===== src/median_pkg.sv =====
// median filter shared definitions
package median_pkg;

  // frame geometry
  localparam int IMG_W = 16;
  localparam int IMG_H = 16;
  localparam int N_PIX = IMG_W * IMG_H;

  // window and sorter geometry
  localparam int WIN      = 3;
  localparam int WIN_HALF = WIN / 2;
  localparam int N_CELLS  = WIN * WIN;
  localparam int MED_RANK = N_CELLS / 2;

  typedef logic [7:0] pixel_t;

  // signed so the scan can step past either image edge
  typedef logic signed [5:0] coord_t;

  typedef logic [7:0] pix_addr_t;
  typedef logic [1:0] win_idx_t;

  // fixed ends of the sorted chain
  localparam pixel_t PIX_MIN = '0;
  localparam pixel_t PIX_MAX = '1;

  typedef enum logic [2:0] {
    ST_LOAD,
    ST_CLEAR,
    ST_READ,
    ST_SETTLE,
    ST_EMIT
  } ctrl_state_t;

endpackage

===== src/sort_if.sv =====
// sorter update bus
interface sort_if import median_pkg::*; ();

  logic     upd;
  logic     clr;
  win_idx_t row;
  pixel_t   ins;
  pixel_t   del;
  pixel_t   med;

  // step sequencing
  modport ctrl (output upd, output clr, output row, input med);

  // entering pixel from the frame
  modport src (output ins);

  // leaving pixel per window row
  modport hist (input upd, input clr, input row, input ins, output del);

  modport sort (input upd, input clr, input ins, input del, output med);

endinterface


===== src/median_filter_top.sv =====
// 3x3 median filter top
module median_filter_top import median_pkg::*; (
  input  logic   CLK,
  input  logic   RST,
  input  pixel_t din,
  input  logic   in_en,
  output logic   busy,
  output logic   out_valid,
  output pixel_t dout
);

  logic      wr_en;
  pix_addr_t wr_addr;
  coord_t    rd_x;
  coord_t    rd_y;

  sort_if sif ();

  scan_control u_scan_control (
    .CLK       (CLK),
    .RST       (RST),
    .in_en     (in_en),
    .wr_en     (wr_en),
    .wr_addr   (wr_addr),
    .rd_x      (rd_x),
    .rd_y      (rd_y),
    .busy      (busy),
    .out_valid (out_valid),
    .dout      (dout),
    .sif       (sif.ctrl)
  );

  // entering pixels
  frame_store u_frame_store (
    .CLK     (CLK),
    .RST     (RST),
    .wr_en   (wr_en),
    .wr_addr (wr_addr),
    .din     (din),
    .rd_x    (rd_x),
    .rd_y    (rd_y),
    .sif     (sif.src)
  );

  // leaving pixels
  column_history u_column_history (
    .CLK (CLK),
    .RST (RST),
    .sif (sif.hist)
  );

  rank_sorter u_rank_sorter (
    .CLK (CLK),
    .RST (RST),
    .sif (sif.sort)
  );

endmodule


===== src/scan_control.sv =====
// raster scan controller
module scan_control import median_pkg::*; (
  input  logic      CLK,
  input  logic      RST,
  input  logic      in_en,
  output logic      wr_en,
  output pix_addr_t wr_addr,
  output coord_t    rd_x,
  output coord_t    rd_y,
  output logic      busy,
  output logic      out_valid,
  output pixel_t    dout,
  sort_if.ctrl      sif
);

  ctrl_state_t state;
  ctrl_state_t state_nxt;
  coord_t      cx;
  coord_t      cy;
  win_idx_t    rd_cnt;
  logic        last_pix;
  logic        last_rd;
  logic        row_end;
  logic        emit;

  assign busy     = (state != ST_LOAD);
  assign wr_en    = in_en && !busy;
  assign last_pix = wr_en && (wr_addr == pix_addr_t'(N_PIX - 1));
  assign last_rd  = (rd_cnt == win_idx_t'(WIN - 1));
  assign row_end  = (cx == coord_t'(IMG_W - 1));

  // warm-up steps have their centre left of column 0
  assign emit = (state == ST_EMIT) && (cx >= coord_t'(0));

  // cx is the window centre, reads fetch the entering column
  assign rd_x = cx + coord_t'(WIN_HALF);
  assign rd_y = cy + coord_t'(rd_cnt) - coord_t'(WIN_HALF);

  assign sif.clr = (state == ST_CLEAR);

  always_comb begin
    state_nxt = state;
    case (state)
      ST_LOAD: begin
        if (last_pix) begin
          state_nxt = ST_CLEAR;
        end
      end
      ST_CLEAR: begin
        // one row past the bottom means the frame is done
        state_nxt = (cy == coord_t'(IMG_H)) ? ST_LOAD : ST_READ;
      end
      ST_READ: begin
        if (last_rd) begin
          state_nxt = ST_SETTLE;
        end
      end
      ST_SETTLE: begin
        state_nxt = ST_EMIT;
      end
      ST_EMIT: begin
        state_nxt = row_end ? ST_CLEAR : ST_READ;
      end
      default: begin
        state_nxt = ST_LOAD;
      end
    endcase
  end

  always_ff @(posedge CLK or posedge RST) begin
    if (RST) begin
      state   <= ST_LOAD;
      wr_addr <= '0;
      cx      <= coord_t'(-WIN_HALF - 1);
      cy      <= '0;
      rd_cnt  <= '0;
    end else begin
      state <= state_nxt;
      // wraps back to zero after the last pixel
      if (wr_en) begin
        wr_addr <= wr_addr + 1'b1;
      end
      case (state)
        ST_CLEAR: begin
          if (cy == coord_t'(IMG_H)) begin
            cy <= '0;
          end
        end
        ST_READ: begin
          rd_cnt <= last_rd ? '0 : rd_cnt + 1'b1;
        end
        ST_EMIT: begin
          if (row_end) begin
            cx <= coord_t'(-WIN_HALF - 1);
            cy <= cy + coord_t'(1);
          end else begin
            cx <= cx + coord_t'(1);
          end
        end
        default: begin
        end
      endcase
    end
  end

  // upd trails each read by the frame store latency
  always_ff @(posedge CLK or posedge RST) begin
    if (RST) begin
      sif.upd   <= 1'b0;
      sif.row   <= '0;
      out_valid <= 1'b0;
      dout      <= '0;
    end else begin
      sif.upd   <= (state == ST_READ);
      sif.row   <= rd_cnt;
      out_valid <= emit;
      if (emit) begin
        dout <= sif.med;
      end
    end
  end

endmodule


===== src/rank_sorter.sv =====
// rank order sorter
module rank_sorter import median_pkg::*; (
  input  logic CLK,
  input  logic RST,
  sort_if.sort sif
);

  // chain[0] and chain[N_CELLS+1] are the fixed ends
  pixel_t chain [N_CELLS + 2];
  pixel_t ins_eff;
  pixel_t del_eff;

  // equal insert and delete leave every cell unchanged
  assign ins_eff = sif.upd ? sif.ins : PIX_MAX;
  assign del_eff = sif.upd ? sif.del : PIX_MAX;

  assign chain[0]           = PIX_MIN;
  assign chain[N_CELLS + 1] = PIX_MAX;

  for (genvar i = 0; i < N_CELLS; i++) begin : g_cell
    rank_cell u_rank_cell (
      .CLK (CLK),
      .RST (RST),
      .clr (sif.clr),
      .ins (ins_eff),
      .del (del_eff),
      .pre (chain[i]),
      .nxt (chain[i + 2]),
      .val (chain[i + 1])
    );
  end

  assign sif.med = chain[MED_RANK + 1];

endmodule


===== src/rank_cell.sv =====
// sorted array cell
module rank_cell import median_pkg::*; (
  input  logic   CLK,
  input  logic   RST,
  input  logic   clr,
  input  pixel_t ins,
  input  pixel_t del,
  input  pixel_t pre,
  input  pixel_t nxt,
  output pixel_t val
);

  pixel_t val_nxt;

  always_comb begin
    val_nxt = val;
    if (ins < del) begin
      // values in (ins, del] slide up one rank
      if ((val > ins) && (val <= del)) begin
        val_nxt = (pre > ins) ? pre : ins;
      end
    end else if (ins > del) begin
      // values in [del, ins) slide down one rank
      if ((val < ins) && (val >= del)) begin
        val_nxt = (nxt < ins) ? nxt : ins;
      end
    end
  end

  always_ff @(posedge CLK or posedge RST) begin
    if (RST) begin
      val <= PIX_MAX;
    end else if (clr) begin
      val <= PIX_MAX;
    end else begin
      val <= val_nxt;
    end
  end

endmodule


===== src/column_history.sv =====
// window column history
module column_history import median_pkg::*; (
  input  logic CLK,
  input  logic RST,
  sort_if.hist sif
);

  // per window row, entry 0 is the oldest
  pixel_t hist [WIN][WIN];

  assign sif.del = hist[sif.row][0];

  always_ff @(posedge CLK or posedge RST) begin
    if (RST) begin
      for (int r = 0; r < WIN; r++) begin
        for (int k = 0; k < WIN; k++) begin
          hist[r][k] <= PIX_MAX;
        end
      end
    end else if (sif.clr) begin
      // placeholders match the cleared sorter cells
      for (int r = 0; r < WIN; r++) begin
        for (int k = 0; k < WIN; k++) begin
          hist[r][k] <= PIX_MAX;
        end
      end
    end else if (sif.upd) begin
      for (int k = 0; k < WIN - 1; k++) begin
        hist[sif.row][k] <= hist[sif.row][k + 1];
      end
      hist[sif.row][WIN - 1] <= sif.ins;
    end
  end

endmodule


===== src/frame_store.sv =====
// frame register store
module frame_store import median_pkg::*; (
  input  logic      CLK,
  input  logic      RST,
  input  logic      wr_en,
  input  pix_addr_t wr_addr,
  input  pixel_t    din,
  input  coord_t    rd_x,
  input  coord_t    rd_y,
  sort_if.src       sif
);

  pixel_t    mem [N_PIX];
  logic      in_img;
  pix_addr_t rd_addr;

  // raster write while loading
  always_ff @(posedge CLK) begin
    if (wr_en) begin
      mem[wr_addr] <= din;
    end
  end

  assign in_img = (rd_x >= coord_t'(0)) && (rd_x < coord_t'(IMG_W)) &&
                  (rd_y >= coord_t'(0)) && (rd_y < coord_t'(IMG_H));

  // only meaningful while in_img is set
  assign rd_addr = pix_addr_t'(rd_y) * pix_addr_t'(IMG_W) + pix_addr_t'(rd_x);

  // outside the image reads as zero
  always_ff @(posedge CLK or posedge RST) begin
    if (RST) begin
      sif.ins <= PIX_MIN;
    end else if (in_img) begin
      sif.ins <= mem[rd_addr];
    end else begin
      sif.ins <= PIX_MIN;
    end
  end

endmodule


===== config.mk =====
export PLATFORM = sky130hd
export DESIGN_NAME = median_filter_top
export DESIGN_NICKNAME = d
export VERILOG_FILES = /design/src/median_pkg.sv /design/src/sort_if.sv /design/src/median_filter_top.sv /design/src/scan_control.sv /design/src/rank_sorter.sv /design/src/rank_cell.sv /design/src/column_history.sv /design/src/frame_store.sv
export SDC_FILE = /design/constraint.sdc
export NUM_CORES = 2
export LEC_CHECK = 0
export BUFFER_PORTS_ARGS = -buffer_cell sky130_fd_sc_hd__clkbuf_2
export CAP_MARGIN = 20
export CORE_ASPECT_RATIO = 0.8
export CORE_MARGIN = 2
export CORE_UTILIZATION = 45
export DETAILED_ROUTE_END_ITERATION = 8
export SETUP_SLACK_MARGIN = 0.15
export SLEW_MARGIN = 20
export SYNTH_ARGS = -nofsm -noshare
export SYNTH_HDL_FRONTEND = slang
export SYNTH_SLANG_ARGS = --single-unit
export TNS_END_PERCENT = 1

===== constraint.sdc =====
create_clock -name CLK -period 8.65 [get_ports CLK]
set_clock_uncertainty 0.05 [all_clocks]
set_input_delay 1.2975 -clock CLK [delete_from_list [all_inputs] [get_ports CLK]]
set_output_delay 1.2975 -clock CLK [all_outputs]
set_load 0.05 [all_outputs]

# Word level (Yosys, flattened, before mapping)
# Memory sizes are Yosys's and may differ from the RTL's.
# Cells that the tools add are included.
# classes
n_lt_le_gt_ge,47
bitwise_logic,1
n_eq_ne,21
n_reduce_logical,51
mux,92
addsub,7
# op_table
op,n
8-bit 2-to-1 mux,67
72-bit bitwise mux,3
24-bit demux with 2-bit select,3
72-bit 2-to-1 mux,2
8-bit greater-than comparator,10
8-bit less-than comparator,10
8-bit greater-or-equal comparator,9
8-bit <= comparator,9
24-bit 2-to-1 mux,3
24-bit binary-select mux with 2-bit select,1
3-bit nonzero test,11
3-bit AND reduction,10
1-bit logical AND,25
3-bit != test (second input constant),8
6-bit by 1-bit greater-or-equal comparator with 1-bit output (second input constant),3
6-bit 2-to-1 mux,3
16-bit 2-to-1 mux,1
3-bit case mux with 5 select lines,1
6-bit by 2-bit adder with 6-bit output (second input constant),2
6-bit less-than comparator (second input constant),2
6-bit case mux with 2 select lines,1
8-bit by 1-bit adder with 8-bit output (second input constant),1
8-bit adder,1
8-bit == test (second input constant),1
other kinds (23),32
# word_totals
mem_count,1
register_bits,189
in_bits,11
out_inout_bits,10
ram_bits,2048
# memory_table
memory,depth,word_bits,read_ports,rd_clocked_by_memory_dff,wr,line,source
u_frame_store.mem,256,8,1,0,1,frame_store.sv:13,pixel_t mem [N_PIX];

# Logic depth before layout (Yosys ltp)
# logic_depth
word_depth,11
ltp_mapped,17

# Cells and area by module
# A second synthesis with hierarchy kept.
# hier_totals
cells_unflattened,5880
hier_area_um2,98598.3
# modules_own_cells
module,area_per_inst_um2,cells_per_inst,n_inst
frame_store,80297.0,3905,1
rank_cell (u_rank_sorter.g_cell[0].u_rank_cell ...),1437.6,168,8
column_history,3274.4,266,1
scan_control,1960.6,178,1
rank_cell (u_rank_sorter.g_cell[8].u_rank_cell),1446.4,168,1
rank_sorter,118.9,19,1

# Least setup slack after synthesis
# OpenSTA, ideal clock, no wires.
# synth_timing
kind,flip-flop to flip-flop
startpoint,register u_scan_control.cx[0]
endpoint,register u_frame_store.sif.ins[5]
arrival_ns,3.929
setup_slack_ns,4.545
path_stages_with_launch,16
setup_ns,0.126
required_time_ns,8.474
path_buffers,8
path_cell_list,dfrtp_1 buf_2 buf_2 buf_2 buf_2 inv_1 ha_1 buf_2 buf_2 clkbuf_1 clkbuf_1 mux4_2 mux4_2 nand2_1 o211ai_1 a221o_1
# synth_between
elab_chain_len,6
elab_cells_between_ends,9
classes_between,add/sub: 2; order compare: 2; mux: 1; reduce/logical: 3; memory: 1
# synth_rtl
item,line,source
start: declaration,scan_control.sv:18,coord_t cx;
start signal: assignment,scan_control.sv:74,cx <= coord_t'(-WIN_HALF - 1);
start signal: assignment,scan_control.sv:94,cx <= coord_t'(-WIN_HALF - 1);
start signal: assignment,scan_control.sv:97,cx <= cx + coord_t'(1);
6-bit by 2-bit adder with 6-bit output *,scan_control.sv:36,assign rd_x = cx + coord_t'(WIN_HALF);
"parallel branches: the longest is 4 deep, another holds 8-bit adder",-,
8-bit 2-to-1 mux *,frame_store.sv:34,end else if (in_img) begin
end signal: assignment,frame_store.sv:35,sif.ins <= mem[rd_addr];
end: declaration,sort_if.sv:15,modport src (output ins);
# Mark *: on every way between the ends.
# A chain may end at the register's enable or synchronous reset.

# Worst setup path after layout
# layout_timing
startpoint,register u_scan_control.cx[0]
endpoint,register u_frame_store.sif.ins[3]
# The elaborated chain is that of the path after synthesis.

==> impl_results.md <==
* CP Launch Type: register
* Die height at 411 µm
* Hold path depth at 2
* Hold Violations, Final at 0
* Core ar. at 206000 µm²
* Cells after synthesis at 4902
* Max-slew violations at 0
* Initial Utilization at 45.2%
* Area of the multi-input gates at 25300 µm²
* Routed Wire Length at 240000 µm
* CTS tree: built
* Power Dens Cells at 206 nW/µm²
* Ys async rst share at 8.45%
* Reg2Reg Depth at 10
* CP required at 9.32 ns
* IO Count at 21
* Cell area after synthesis at 93000 µm²
* Syn_nets at 5078
* Worst setup slack after layout at 2.97 ns
* Least-Margin Pin Slew at 1.22 ns
* CP Data Arrival Time at 6.34 ns
* # diodes at 0
* Rel. slew slack at 18.2%
* GR Overflow Total at 0
* Post-Layout Cell Count at 7821
* Post-synth EDFFs at 2048
* # resized after CTS at 0
* Die area at 210000 µm²
* Vias in the first global route at 47100
* Final setup violation count at 0
* Num CTS Buffers at 211
* Final Util at 50.1%
* Largest net degree at the start of global routing at 166
* Setup TNS at 0 ns
* Hold Buf Count CTS at 0
* Total track usage at 22.8%
* Routed len/inst at 30.7 µm
* Initial antenna violation count at 11
* Primary FF master, synth: edfxtp_1
* Kind of critical path: reg2reg
* Power Total at 21.2 mW
* Post-CTS setup buffers at 0
* Final instance area at 103000 µm²
* Yosys reg bits at 2237
* Synth warn at 0
* Via count at 48000
* TritonRoute pass-1 iters at 6
* Routability Congestion at 0.845
* Vias per Instance at 6.13
* First-pass GRT wire length at 346000 µm
* Worst-Skew Late Latency at 0.86 ns
* FMAX at 0.176 GHz
* Crit end category: register
* DP Worst Slack at 3.07 ns
* DR iter-0 viols at 6012
* Area Growth Syn to Fin at 10.9%
* Die width at 512 µm
* Clk sinks at 2237
* DP Cell Count at 7432
* IO Port Bufs at 20
* Reg area at 66400 µm²
* Tcrit/Tclk final at 65.6%
* Worst-path fanout max at 41
* Routed Antenna Nets at 0
* Layout fillers at 16600
* Synth unique cells at 72
* Crit path time final at 5.68 ns
* Std-Cell Rows at 149
* CTS Buffer Depth at 3
* Hold Path Class: reg2reg
* Mean post-synth cell area at 19.0 µm²
* Clock root buffer: clkbuf_16
* Placed cell areas at 96100 µm²
* Fraction of layout cells with a size suffix above 1 at 24.4%
* Sequential share of the synthesized area at 71.5%
* Unrepaired setup endpoints after global routing: false
* Worst hold slack at 0.407 ns
* Max-cap viol count at 0
* Post-route DRC at 0
* H-Tree Depth at 4
* Final HPWL DP at 142000 µm
* Reg clk slew, reported paths at 0.06 ns
* Max rail drop VDD at 0.203 mV
* Status: complete, no violations
* Leak Pwr at 34.4 nW
* Final #Nets at 5107
## placed cells by master (no fill, tap or decap), types with 20 or more instances in the layout
master	Yosys	layout
a21o_1	38	38
a21oi_1	74	74
buf_4	9	58
clkbuf_1	161	47
clkbuf_16	0	212
clkinv_1	4	53
clkinv_2	0	29
dfrtp_1	40	39
dfstp_2	149	149
edfxtp_1	2048	2048
ha_1	163	161
inv_1	49	48
mux2_2	30	30
mux2i_1	102	102
mux4_2	619	619
nand2_1	303	290
nand3_1	107	103
nand4_1	31	31
nor2_1	363	349
nor2b_1	28	28
o211a_1	55	55
o211ai_1	58	58
o21ai_0	94	94
xnor2_1	22	20
## flip-flops by register name, indices dropped and copies added (netlist names), 3 cells and up
| name | cells |
|---|---|
| u_scan_control.state | 3 |
| u_scan_control.cy | 6 |
| u_scan_control.wr_addr | 8 |
| u_scan_control.cx | 6 |
| u_column_history.hist | 72 |
| u_rank_sorter.g_cell.u_rank_cell.val | 72 |
| u_frame_store.sif.ins | 8 |
| u_frame_store.mem | 2048 |
| u_scan_control.dout | 8 |
## path summary, 6_finish.rpt
kind	slack (ns)	end	start
hold reg to reg	0.41	u_column_history.hist[47]	u_column_history.hist[39]
setup / recovery	2.97	u_frame_store.sif.ins[3]	u_scan_control.cx[0]
setup reg to reg	2.97	u_frame_store.sif.ins[3]	u_scan_control.cx[0]
min in group asynchronous	0.61	u_scan_control.rd_cnt[0]	RST
hold / removal	0.41	u_column_history.hist[47]	u_column_history.hist[39]
max in group asynchronous	6.43	u_scan_control.out_valid	RST
## synthesized netlist by cell type, drive strengths merged, types with 3 or more instances
| cell type | count | area, µm² |
|---|---|---|
| a2111oi | 16 | 140 |
| a211o | 19 | 166 |
| a21o | 38 | 285 |
| a21oi | 74 | 370 |
| a221o | 14 | 140 |
| a31oi | 19 | 119 |
| and2 | 8 | 50.1 |
| and4 | 8 | 70.1 |
| buf | 115 | 649 |
| clkbuf | 161 | 604 |
| clkinv | 4 | 15.0 |
| dfrtp | 40 | 1000 |
| dfstp | 149 | 3920 |
| edfxtp | 2048 | 61500 |
| ha | 163 | 2040 |
| inv | 49 | 184 |
| maj3 | 7 | 70.1 |
| mux2 | 30 | 338 |
| mux2i | 102 | 1020 |
| mux4 | 623 | 14000 |
| nand2 | 303 | 1140 |
| nand2b | 17 | 106 |
| nand3 | 108 | 546 |
| nand4 | 31 | 194 |
| nor2 | 363 | 1360 |
| nor2b | 28 | 175 |
| nor3 | 16 | 85.1 |
| nor3b | 8 | 60.1 |
| nor4 | 7 | 43.8 |
| o2111ai | 3 | 26.3 |
| o211a | 55 | 551 |
| o211ai | 58 | 435 |
| o21a | 4 | 30.0 |
| o21ai | 109 | 546 |
| o21bai | 3 | 22.5 |
| o22ai | 10 | 68.8 |
| o311a | 3 | 30.0 |
| o32ai | 11 | 171 |
| or2 | 14 | 87.6 |
| or3 | 12 | 75.1 |
| xnor2 | 22 | 193 |
| xor2 | 8 | 70.1 |
## power breakdown
group | switching [mW] | total, mW | internal, mW
clock | 4.09 | 9.22 | 5.12
combinational | 0.184 | 0.199 | 0.0143
sequential | 0.000591 | 11.8 | 11.8
## final cells by class
class,instances,share of cell area [%]
sequential,2237,64.5
multi-input combinational,2336,24.6
clock buffer,263,5.37
tap,2718,3.30
clock inverter,122,1.26
timing repair buffer,92,0.863
inverter,53,0.200
## routing by layer
layer / share of wire (%) / track usage (%) / up-vias
met3: 9.2 / 5.47 / 376
met2: 44 / 33.0 / 2013
met5: 0.0092 / 0 / -
li1: - / - / 20000
met1: 44 / 34.9 / 25600
met4: 2.3 / 5.20 / 4
## worst max-delay path, stage by stage, from the launching register on
cell,delay (ns)
dfrtp_4,0.98
ha_1,0.51
nand3_1,0.23
xnor2_1,0.34
ha_4,0.50
buf_4,0.60
nand2b_1,0.68
a21oi_1,0.12
a2111oi_0,0.92
nor4_1,0.23
a221o_1,0.34
## cell families after synthesis
logic type	Yosys count	share of synthesized area [%]
compound gates	448	3.46
simple gates	931	4.36
xor+xnor	30	0.283
fa+ha+maj	172	2.31
mux	755	16.6
flops	2237	71.5
buf+inv	329	1.56
(Power assumes the default switching activity.)
